<file path="src/include/dec_host_macros.svh">
// --------------------------------------------------------------------------
// Width and seed constants for the decode host; include before using them
// --------------------------------------------------------------------------
`ifndef DEC_HOST_MACROS_SVH
`define DEC_HOST_MACROS_SVH

// Datapath widths
`define DH_IN_W  8
`define DH_OUT_W 16
`define DH_ADR_W 13  // Program address and pc
`define DH_DAT_W 14
`define DH_PAT_W 128

// Pattern register reset value
`define DH_PAT_SEED 128'hFEDC_BA98_7654_3210_FEDC_BA98_7654_3210

`endif
</file>
<file path="src/rtl/dec_host_pkg.sv">
// --------------------------------------------------------------------------
// Shared types of the decode host: sequencer states, branch opcodes, buses
// --------------------------------------------------------------------------
`include "dec_host_macros.svh"

package dec_host_pkg;

    // Decode sequencer phases, one per enabled cycle
    typedef enum logic [1:0] {
        ST_CLEAR   = 2'd0,
        ST_DECODE  = 2'd1,
        ST_PRESENT = 2'd2,
        ST_WAIT    = 2'd3
    } dec_state_e;

    // Branch opcode, program data bits 13:12
    typedef enum logic [1:0] {
        OP_NEXT = 2'd0,
        OP_SKIP = 2'd1,
        OP_JUMP = 2'd2,
        OP_REL  = 2'd3
    } br_op_e;

    // Sequencer controls, each valid for one enabled cycle
    typedef struct packed {
        logic clear;
        logic set;
        logic present;
    } dec_ctrl_t;

    // Top-level result bundle
    typedef struct packed {
        logic [`DH_OUT_W-1:0] decoded;
        logic [`DH_ADR_W-1:0] prog_adr;
        logic                 valid;   // One-cycle pulse
    } dec_result_t;

endpackage

</file>
<file path="src/rtl/dec_host_top.sv">
// --------------------------------------------------------------------------
// Decode host top level; wires the sequencer, counter, pattern register,
// decoder and branch target unit into one result bundle
// --------------------------------------------------------------------------
`include "dec_host_macros.svh"

module dec_host_top (
    input  logic                      clk,
    input  logic                      pon_rst_n_i,
    input  logic                      enable_i,
    input  logic [`DH_IN_W-1:0]       encoded_i,
    output dec_host_pkg::dec_result_t result_o
);

    dec_host_pkg::dec_ctrl_t ctrl;
    logic [`DH_ADR_W-1:0]    pc;
    logic [`DH_PAT_W-1:0]    pattern;
    logic [`DH_DAT_W-1:0]    prog_dat;
    logic [`DH_OUT_W-1:0]    decoded;
    logic [`DH_ADR_W-1:0]    prog_adr;
    logic                    valid;

    assign prog_dat = pattern[`DH_DAT_W-1:0];  // Low bits act as program data

    decode_fsm u_fsm (
        .clk         (clk),
        .pon_rst_n_i (pon_rst_n_i),
        .enable_i    (enable_i),
        .ctrl_o      (ctrl)
    );

    step_counter u_pc (
        .clk         (clk),
        .pon_rst_n_i (pon_rst_n_i),
        .enable_i    (enable_i),
        .pc_o        (pc)
    );

    pattern_lfsr u_pattern (
        .clk         (clk),
        .pon_rst_n_i (pon_rst_n_i),
        .enable_i    (enable_i),
        .feed_i      (encoded_i[0]),
        .pattern_o   (pattern)
    );

    onehot_decoder u_decoder (
        .clk         (clk),
        .pon_rst_n_i (pon_rst_n_i),
        .ctrl_i      (ctrl),
        .encoded_i   (encoded_i),
        .decoded_o   (decoded),
        .valid_o     (valid)
    );

    branch_target_unit u_branch (
        .clk         (clk),
        .pon_rst_n_i (pon_rst_n_i),
        .ctrl_i      (ctrl),
        .prog_dat_i  (prog_dat),
        .pc_i        (pc),
        .prog_adr_o  (prog_adr)
    );

    // Pack the outputs
    assign result_o.decoded  = decoded;
    assign result_o.prog_adr = prog_adr;
    assign result_o.valid    = valid;

endmodule

</file>
<file path="src/rtl/branch_target_unit.sv">
// --------------------------------------------------------------------------
// Branch target unit; decodes the opcode in the program data, computes the
// next address from pc and captures it when the result is presented
// --------------------------------------------------------------------------
`include "dec_host_macros.svh"

module branch_target_unit (
    input  logic                    clk,
    input  logic                    pon_rst_n_i,
    input  dec_host_pkg::dec_ctrl_t ctrl_i,
    input  logic [`DH_DAT_W-1:0]    prog_dat_i,
    input  logic [`DH_ADR_W-1:0]    pc_i,
    output logic [`DH_ADR_W-1:0]    prog_adr_o
);

    dec_host_pkg::br_op_e op;
    logic [`DH_ADR_W-1:0] rel_ofs;
    logic [`DH_ADR_W-1:0] target;
    logic [`DH_ADR_W-1:0] adr_q;

    assign op = dec_host_pkg::br_op_e'(prog_dat_i[13:12]);

    // Signed 8-bit displacement widened to address width
    assign rel_ofs = {{(`DH_ADR_W-8){prog_dat_i[7]}}, prog_dat_i[7:0]};

    always_comb begin
        case (op)
            dec_host_pkg::OP_NEXT: target = pc_i + `DH_ADR_W'd1;
            dec_host_pkg::OP_SKIP: target = pc_i + `DH_ADR_W'd2;
            dec_host_pkg::OP_JUMP: target = {pc_i[12], prog_dat_i[11:0]};  // Stays in page
            default:               target = pc_i + rel_ofs;
        endcase
    end

    always_ff @(posedge clk or negedge pon_rst_n_i) begin
        if (!pon_rst_n_i) begin
            adr_q <= '0;
        end else if (ctrl_i.present) begin
            adr_q <= target;
        end
    end

    assign prog_adr_o = adr_q;

endmodule

</file>
<file path="src/rtl/onehot_decoder.sv">
// --------------------------------------------------------------------------
// One-hot result register and valid pulse, driven by the sequencer controls
// --------------------------------------------------------------------------
`include "dec_host_macros.svh"

module onehot_decoder (
    input  logic                    clk,
    input  logic                    pon_rst_n_i,
    input  dec_host_pkg::dec_ctrl_t ctrl_i,
    input  logic [`DH_IN_W-1:0]     encoded_i,
    output logic [`DH_OUT_W-1:0]    decoded_o,
    output logic                    valid_o
);

    logic [`DH_OUT_W-1:0] dec_q;
    logic                 valid_q;
    logic                 in_range;

    // Codes of 16 and up leave the result empty
    assign in_range = (encoded_i < `DH_IN_W'(`DH_OUT_W));

    always_ff @(posedge clk or negedge pon_rst_n_i) begin
        if (!pon_rst_n_i) begin
            dec_q   <= '0;
            valid_q <= 1'b0;
        end else begin
            if (ctrl_i.clear) begin
                dec_q <= '0;
            end else if (ctrl_i.set && in_range) begin
                dec_q[encoded_i[3:0]] <= 1'b1;
            end
            valid_q <= ctrl_i.present;  // Drops on every other edge
        end
    end

    assign decoded_o = dec_q;
    assign valid_o   = valid_q;

endmodule

</file>
<file path="src/rtl/pattern_lfsr.sv">
// --------------------------------------------------------------------------
// 128-bit pattern register; shifts left on enable and folds feed_i into
// the feedback tap so the input stream stirs the program data
// --------------------------------------------------------------------------
`include "dec_host_macros.svh"

module pattern_lfsr (
    input  logic                 clk,
    input  logic                 pon_rst_n_i,
    input  logic                 enable_i,
    input  logic                 feed_i,
    output logic [`DH_PAT_W-1:0] pattern_o
);

    logic [`DH_PAT_W-1:0] pat_q;
    logic                 fb;

    // Taps at bits 127 and 95, plus the external bit
    assign fb = pat_q[`DH_PAT_W-1] ^ pat_q[95] ^ feed_i;

    always_ff @(posedge clk or negedge pon_rst_n_i) begin
        if (!pon_rst_n_i) begin
            pat_q <= `DH_PAT_SEED;
        end else if (enable_i) begin
            pat_q <= {pat_q[`DH_PAT_W-2:0], fb};
        end
    end

    assign pattern_o = pat_q;

endmodule

</file>
<file path="src/rtl/step_counter.sv">
// --------------------------------------------------------------------------
// Program counter; advances on each enabled cycle and wraps at full width
// --------------------------------------------------------------------------
`include "dec_host_macros.svh"

module step_counter (
    input  logic                 clk,
    input  logic                 pon_rst_n_i,
    input  logic                 enable_i,
    output logic [`DH_ADR_W-1:0] pc_o
);

    logic [`DH_ADR_W-1:0] pc_q;

    always_ff @(posedge clk or negedge pon_rst_n_i) begin
        if (!pon_rst_n_i) begin
            pc_q <= '0;
        end else if (enable_i) begin
            pc_q <= pc_q + `DH_ADR_W'd1;  // Natural wrap
        end
    end

    assign pc_o = pc_q;

endmodule

</file>
<file path="src/rtl/decode_fsm.sv">
// --------------------------------------------------------------------------
// Four-phase decode sequencer; steps once per enabled cycle and decodes
// its state into the clear, set and present controls
// --------------------------------------------------------------------------
module decode_fsm (
    input  logic                   clk,
    input  logic                   pon_rst_n_i,
    input  logic                   enable_i,
    output dec_host_pkg::dec_ctrl_t ctrl_o
);

    dec_host_pkg::dec_state_e state_q;
    dec_host_pkg::dec_state_e state_d;

    // Next phase in the fixed cycle
    always_comb begin
        case (state_q)
            dec_host_pkg::ST_CLEAR:   state_d = dec_host_pkg::ST_DECODE;
            dec_host_pkg::ST_DECODE:  state_d = dec_host_pkg::ST_PRESENT;
            dec_host_pkg::ST_PRESENT: state_d = dec_host_pkg::ST_WAIT;
            default:                  state_d = dec_host_pkg::ST_CLEAR;
        endcase
    end

    always_ff @(posedge clk or negedge pon_rst_n_i) begin
        if (!pon_rst_n_i) begin
            state_q <= dec_host_pkg::ST_CLEAR;
        end else if (enable_i) begin
            state_q <= state_d;
        end
        // Held while the enable is low
    end

    // Controls only fire in an enabled cycle of the matching phase
    always_comb begin
        ctrl_o         = '0;
        ctrl_o.clear   = enable_i && (state_q == dec_host_pkg::ST_CLEAR);
        ctrl_o.set     = enable_i && (state_q == dec_host_pkg::ST_DECODE);
        ctrl_o.present = enable_i && (state_q == dec_host_pkg::ST_PRESENT);
    end

endmodule

</file>
<file path="config.mk">
export PLATFORM = sky130hd
export DESIGN_NAME = dec_host_top
export DESIGN_NICKNAME = d
export VERILOG_FILES = /design/src/rtl/dec_host_pkg.sv /design/src/rtl/dec_host_top.sv /design/src/rtl/branch_target_unit.sv /design/src/rtl/onehot_decoder.sv /design/src/rtl/pattern_lfsr.sv /design/src/rtl/step_counter.sv /design/src/rtl/decode_fsm.sv
export VERILOG_INCLUDE_DIRS = /design/src /design/src/include
export SDC_FILE = /design/constraint.sdc
export NUM_CORES = 1
export LEC_CHECK = 0
export BUFFER_PORTS_ARGS = -buffer_cell sky130_fd_sc_hd__buf_2
export CAP_MARGIN = 20
export CORE_MARGIN = 3
export CORE_UTILIZATION = 30
export DETAILED_ROUTE_END_ITERATION = 12
export PLACE_DENSITY = 0.59
export SYNTH_ARGS = -nofsm -noshare
export SYNTH_HDL_FRONTEND = slang
export SYNTH_SLANG_ARGS = --single-unit
</file>
<file path="constraint.sdc">
create_clock -name clk -period 2.3 [get_ports clk]
set_clock_uncertainty 0.1 [all_clocks]
set_input_delay 0.115 -clock clk [delete_from_list [all_inputs] [get_ports clk]]
set_output_delay 0.115 -clock clk [all_outputs]
set_load 0.01 [all_outputs]
</file>
==> metrics.md <==
| Metric | Value |
|---|---|
| Post-synth EDFFs | `0` |
| Pwr/cell area | `1020 nW/µm²` |
| Dpl cells | `940` |
| Hold Path Class | `in -> reg` |
| Critical path data arrival time | `2390 ps` |
| Seq/Total Area, Yosys | `57.9%` |
| Vias | `4560` |
| Placement Rows | `57` |
| DR pass1 iterations | `4` |
| Num CTS Buffers | `17` |
| Post-synth cell types | `52` |
| Largest net degree at the start of global routing | `80` |
| Io pins | `41` |
| CTS clock-pin slew for the worst setup and hold paths | `80 ps` |
| Post-placement cell area | `about 8400 µm²` |
| Fmax | `0.458 GHz` |
| Die W | `about 170 µm` |
| Post-Syn Area | `7610 µm²` |
| Total clock sinks | `173` |
| Area of the core | `24600 µm²` |
| Final setup TNS | `0 ps` |
| Post-Route WL | `13700 µm` |
| CTS tree | `built` |
| Clock Path Buffers | `2` |
| Max_slew headroom | `a little over half` |
| DPL Wire Length | `just over 9000 µm` |
| Max FO, Critical Path | `4` |
| Setup CP Type | `reg -> reg` |
| Final Non-Filler Cells | `~1000` |
| Global-route wire length before repair | `around 23000 µm` |
| Register bit total from synthesis | `173` |
| Post-Synthesis Cells | `579` |
| Post-route ant nets | `0` |
| GRT Resource Usage Total | `10.5%` |
| Vias/cell | `4.68` |
| # port buffers | `40` |
| Synth Net Count | `608` |
| Ys flop type | `dfrtp_1` |
| RSZ-0062 raised after global routing | `no` |
| Worst EP required | `2510 ps` |
| Fill count | `2391` |
| Die H | `between 150 and 200 µm` |
| Synth warnings | `0` |
| Status | `finished clean` |
| Share of cells above drive strength 1 | `46.2%` |
| Vias in the first global route | `between 4000 and 5000` |
| Final RePlAce weighted congestion | `0.825` |
| Layout overhead on the synthesized area | `18.2%` |
| Max VDD drop | `0.497 mV` |
| Clock H-tree levels | `4` |
| CTS Root Cell | `clkbuf_16` |
| Crit end category | `flip-flop` |
| Fin crit share | `between 90% and 100%` |
| Mean Syn Cell Area | `13.1 µm²` |
| CP Launch Type | `flip-flop` |
| Initial antenna violation count | `0` |
| Number of max-cap violations | `0` |
| Min Clock Period, post-route | `2180 ps` |
| Diode count | `0` |
| Starting Density | `30.9%` |
| DRC Markers | `0` |
| WL per Instance | `14.1 µm` |
| Post-synth ARST share | `100%` |
| Overall Power | `9.21 mW` |
| Final hold viol count | `0` |
| Skew-Pair Late Insertion Delay | `420 ps` |
| Least-Margin Pin Slew | `691 ps` |
| Final setup viols | `0` |
| 1st-iter DRT viols | `255` |
| Pleak | `4.16 nW` |
| Final nets | `~670` |
| Die area | `27300 µm²` |
| Grt total ovfl | `0` |
| Max-slew violations | `0` |
| Final instance area | `9000 µm²` |
[final timing paths]
| check | start | end | slack, ps | cells after the start |
|---|---|---|---|---|
| worst max-delay path | u_pattern.pattern_o[4] | u_branch.prog_adr_o[10] | 120 | 7 |
| worst min-delay path | encoded_i[2] | u_decoder.decoded_o[10] | 20 | 4 |
| worst max register to register | u_pattern.pattern_o[4] | u_branch.prog_adr_o[10] | 120 | 7 |
| worst min register to register | u_branch.prog_adr_o[1] | u_branch.prog_adr_o[1] | 370 | 2 |
| max in group asynchronous | pon_rst_n_i | u_pattern.pattern_o[4] | 1200 | 3 |
| min in group asynchronous | pon_rst_n_i | u_pattern.pattern_o[78] | 130 | 2 |
[cell type report]
type | count | area [µm²] | share of cell area (%)
inverters | 9 | 33.8 | 0.375
flip-flops and latches | 173 | 4410 | 49.0
repair buffers | 69 | 484 | 5.38
well taps | 324 | 405 | 4.50
clock buffers | 17 | 425 | 4.73
clock inverters | 15 | 151 | 1.68
multi-input cells | 368 | 3090 | 34.3
[repair_timing]
action                                  CTS  global route
gates resized for setup                   2             5
pin swaps                                 0             7
buffers inserted                          0             0
endpoints found under the setup margin    4             6
hold buffers                              3             0
hold endpoints to repair                 62             0
[routing by layer]
metal / track usage (%) / up-vias / share of wire [%]
li1: - / 2200 / -
met1: 15.0 / 2272 / 50
met2: 15.5 / 84 / 45
met3: 2.47 / 4 / 4.3
met4: 3.59 / 0 / 0.57
met5: 0 / - / 0
[Yosys cell counts, drive strengths merged (3+ instances only)]
library cell    n  area share (%)
a211oi          5            0.49
a21o            7            0.69
a21oi          26             1.7
a31oi           5            0.41
and2            4            0.33
buf            15            0.90
clkbuf         14            0.69
dfrtp         109              36
dfstp          64              22
ha             17             2.8
inv             9            0.44
mux2          127              19
mux2i           4            0.53
nand2          29             1.5
nand3           6            0.39
nand4           5            0.41
nor2           31             1.5
nor3            5            0.33
o21ai          23             1.5
o21bai          3            0.30
o31ai           4            0.46
or3             4            0.33
xnor2          15             1.7
xor2           15             1.7
[critical path, cell delays in order (launching register included)]
cell       delay [ps]
dfstp_2           550
ha_4              220
a2111oi_4         410
o211ai_1          200
o211ai_2          100
xnor2_1            80
a222oi_1          320
o21ai_1            90
[stage by stage]
| stage | setup slack [ps] | hold WS [ps] | utilization [%] |
|---|---|---|---|
| floorplan | 38.3 | -281 | - |
| global route | 12.5 | 24.2 | 36.6 |
| finish | 116 | 22.4 | 36.6 |
| global placement | -28.5 | 43.7 | 33.9 |
| detailed placement | -33.7 | 41.6 | 33.9 |
| CTS | 31.8 | 2.91 | 36.5 |
[sequential cells by signal, indices dropped and copies added, names as in the netlist]
signal               cells
u_pc.pc_o               13
u_branch.prog_adr_o     13
u_fsm.state_q            2
u_decoder.valid_o        1
u_pattern.pattern_o    128
u_decoder.decoded_o     16
[cell usage in the layout, fill, tap and decap left out, types with 3 or more instances in the layout]
master         synthesis  layout
a211oi_1               5       4
a21o_1                 7       7
a21oi_1               26      25
a31oi_1                5       5
and2_1                 4       4
buf_12                 0       4
buf_2                  7      38
buf_4                  1      23
clkbuf_16              0      17
clkinvlp_4             0       4
dfrtp_1              109     109
dfstp_2               64      64
dlygate4sd3_1          0       3
ha_1                  17      16
inv_1                  8       8
inv_6                  0       4
inv_8                  0       4
mux2_2               127     127
mux2i_1                4       4
nand2_1               27      27
nand3_1                6       6
nand4_1                5       5
nor2_1                31      31
nor3_1                 5       5
o21ai_0               20      20
o21ai_1                3       3
o21bai_1               3       3
o31ai_1                3       3
or3_1                  4       4
xnor2_1               15      15
xor2_1                15      15
[cell families after synthesis]
| logic type | Yosys count | share of synthesized area [%] |
|---|---|---|
| DFF | 173 | 57.9 |
| muxes | 133 | 19.9 |
| and+or+nand+nor | 98 | 6.16 |
| AOI/OAI and AO/OA | 89 | 7.46 |
| buffers and inverters | 38 | 2.04 |
| xor gates and xnor gates | 30 | 3.45 |
| adders and majority gates | 18 | 3.06 |
[power by group]
group	total, mW	internal [mW]	leakage (nW)	switching (mW)
Sequential	3.90	3.59	2.12	0.314
Combinational	2.53	1.20	1.77	1.33
Clock	2.78	1.44	0.270	1.33
Total	9.21	6.23	4.16	2.98
(Power assumes the default switching activity.)
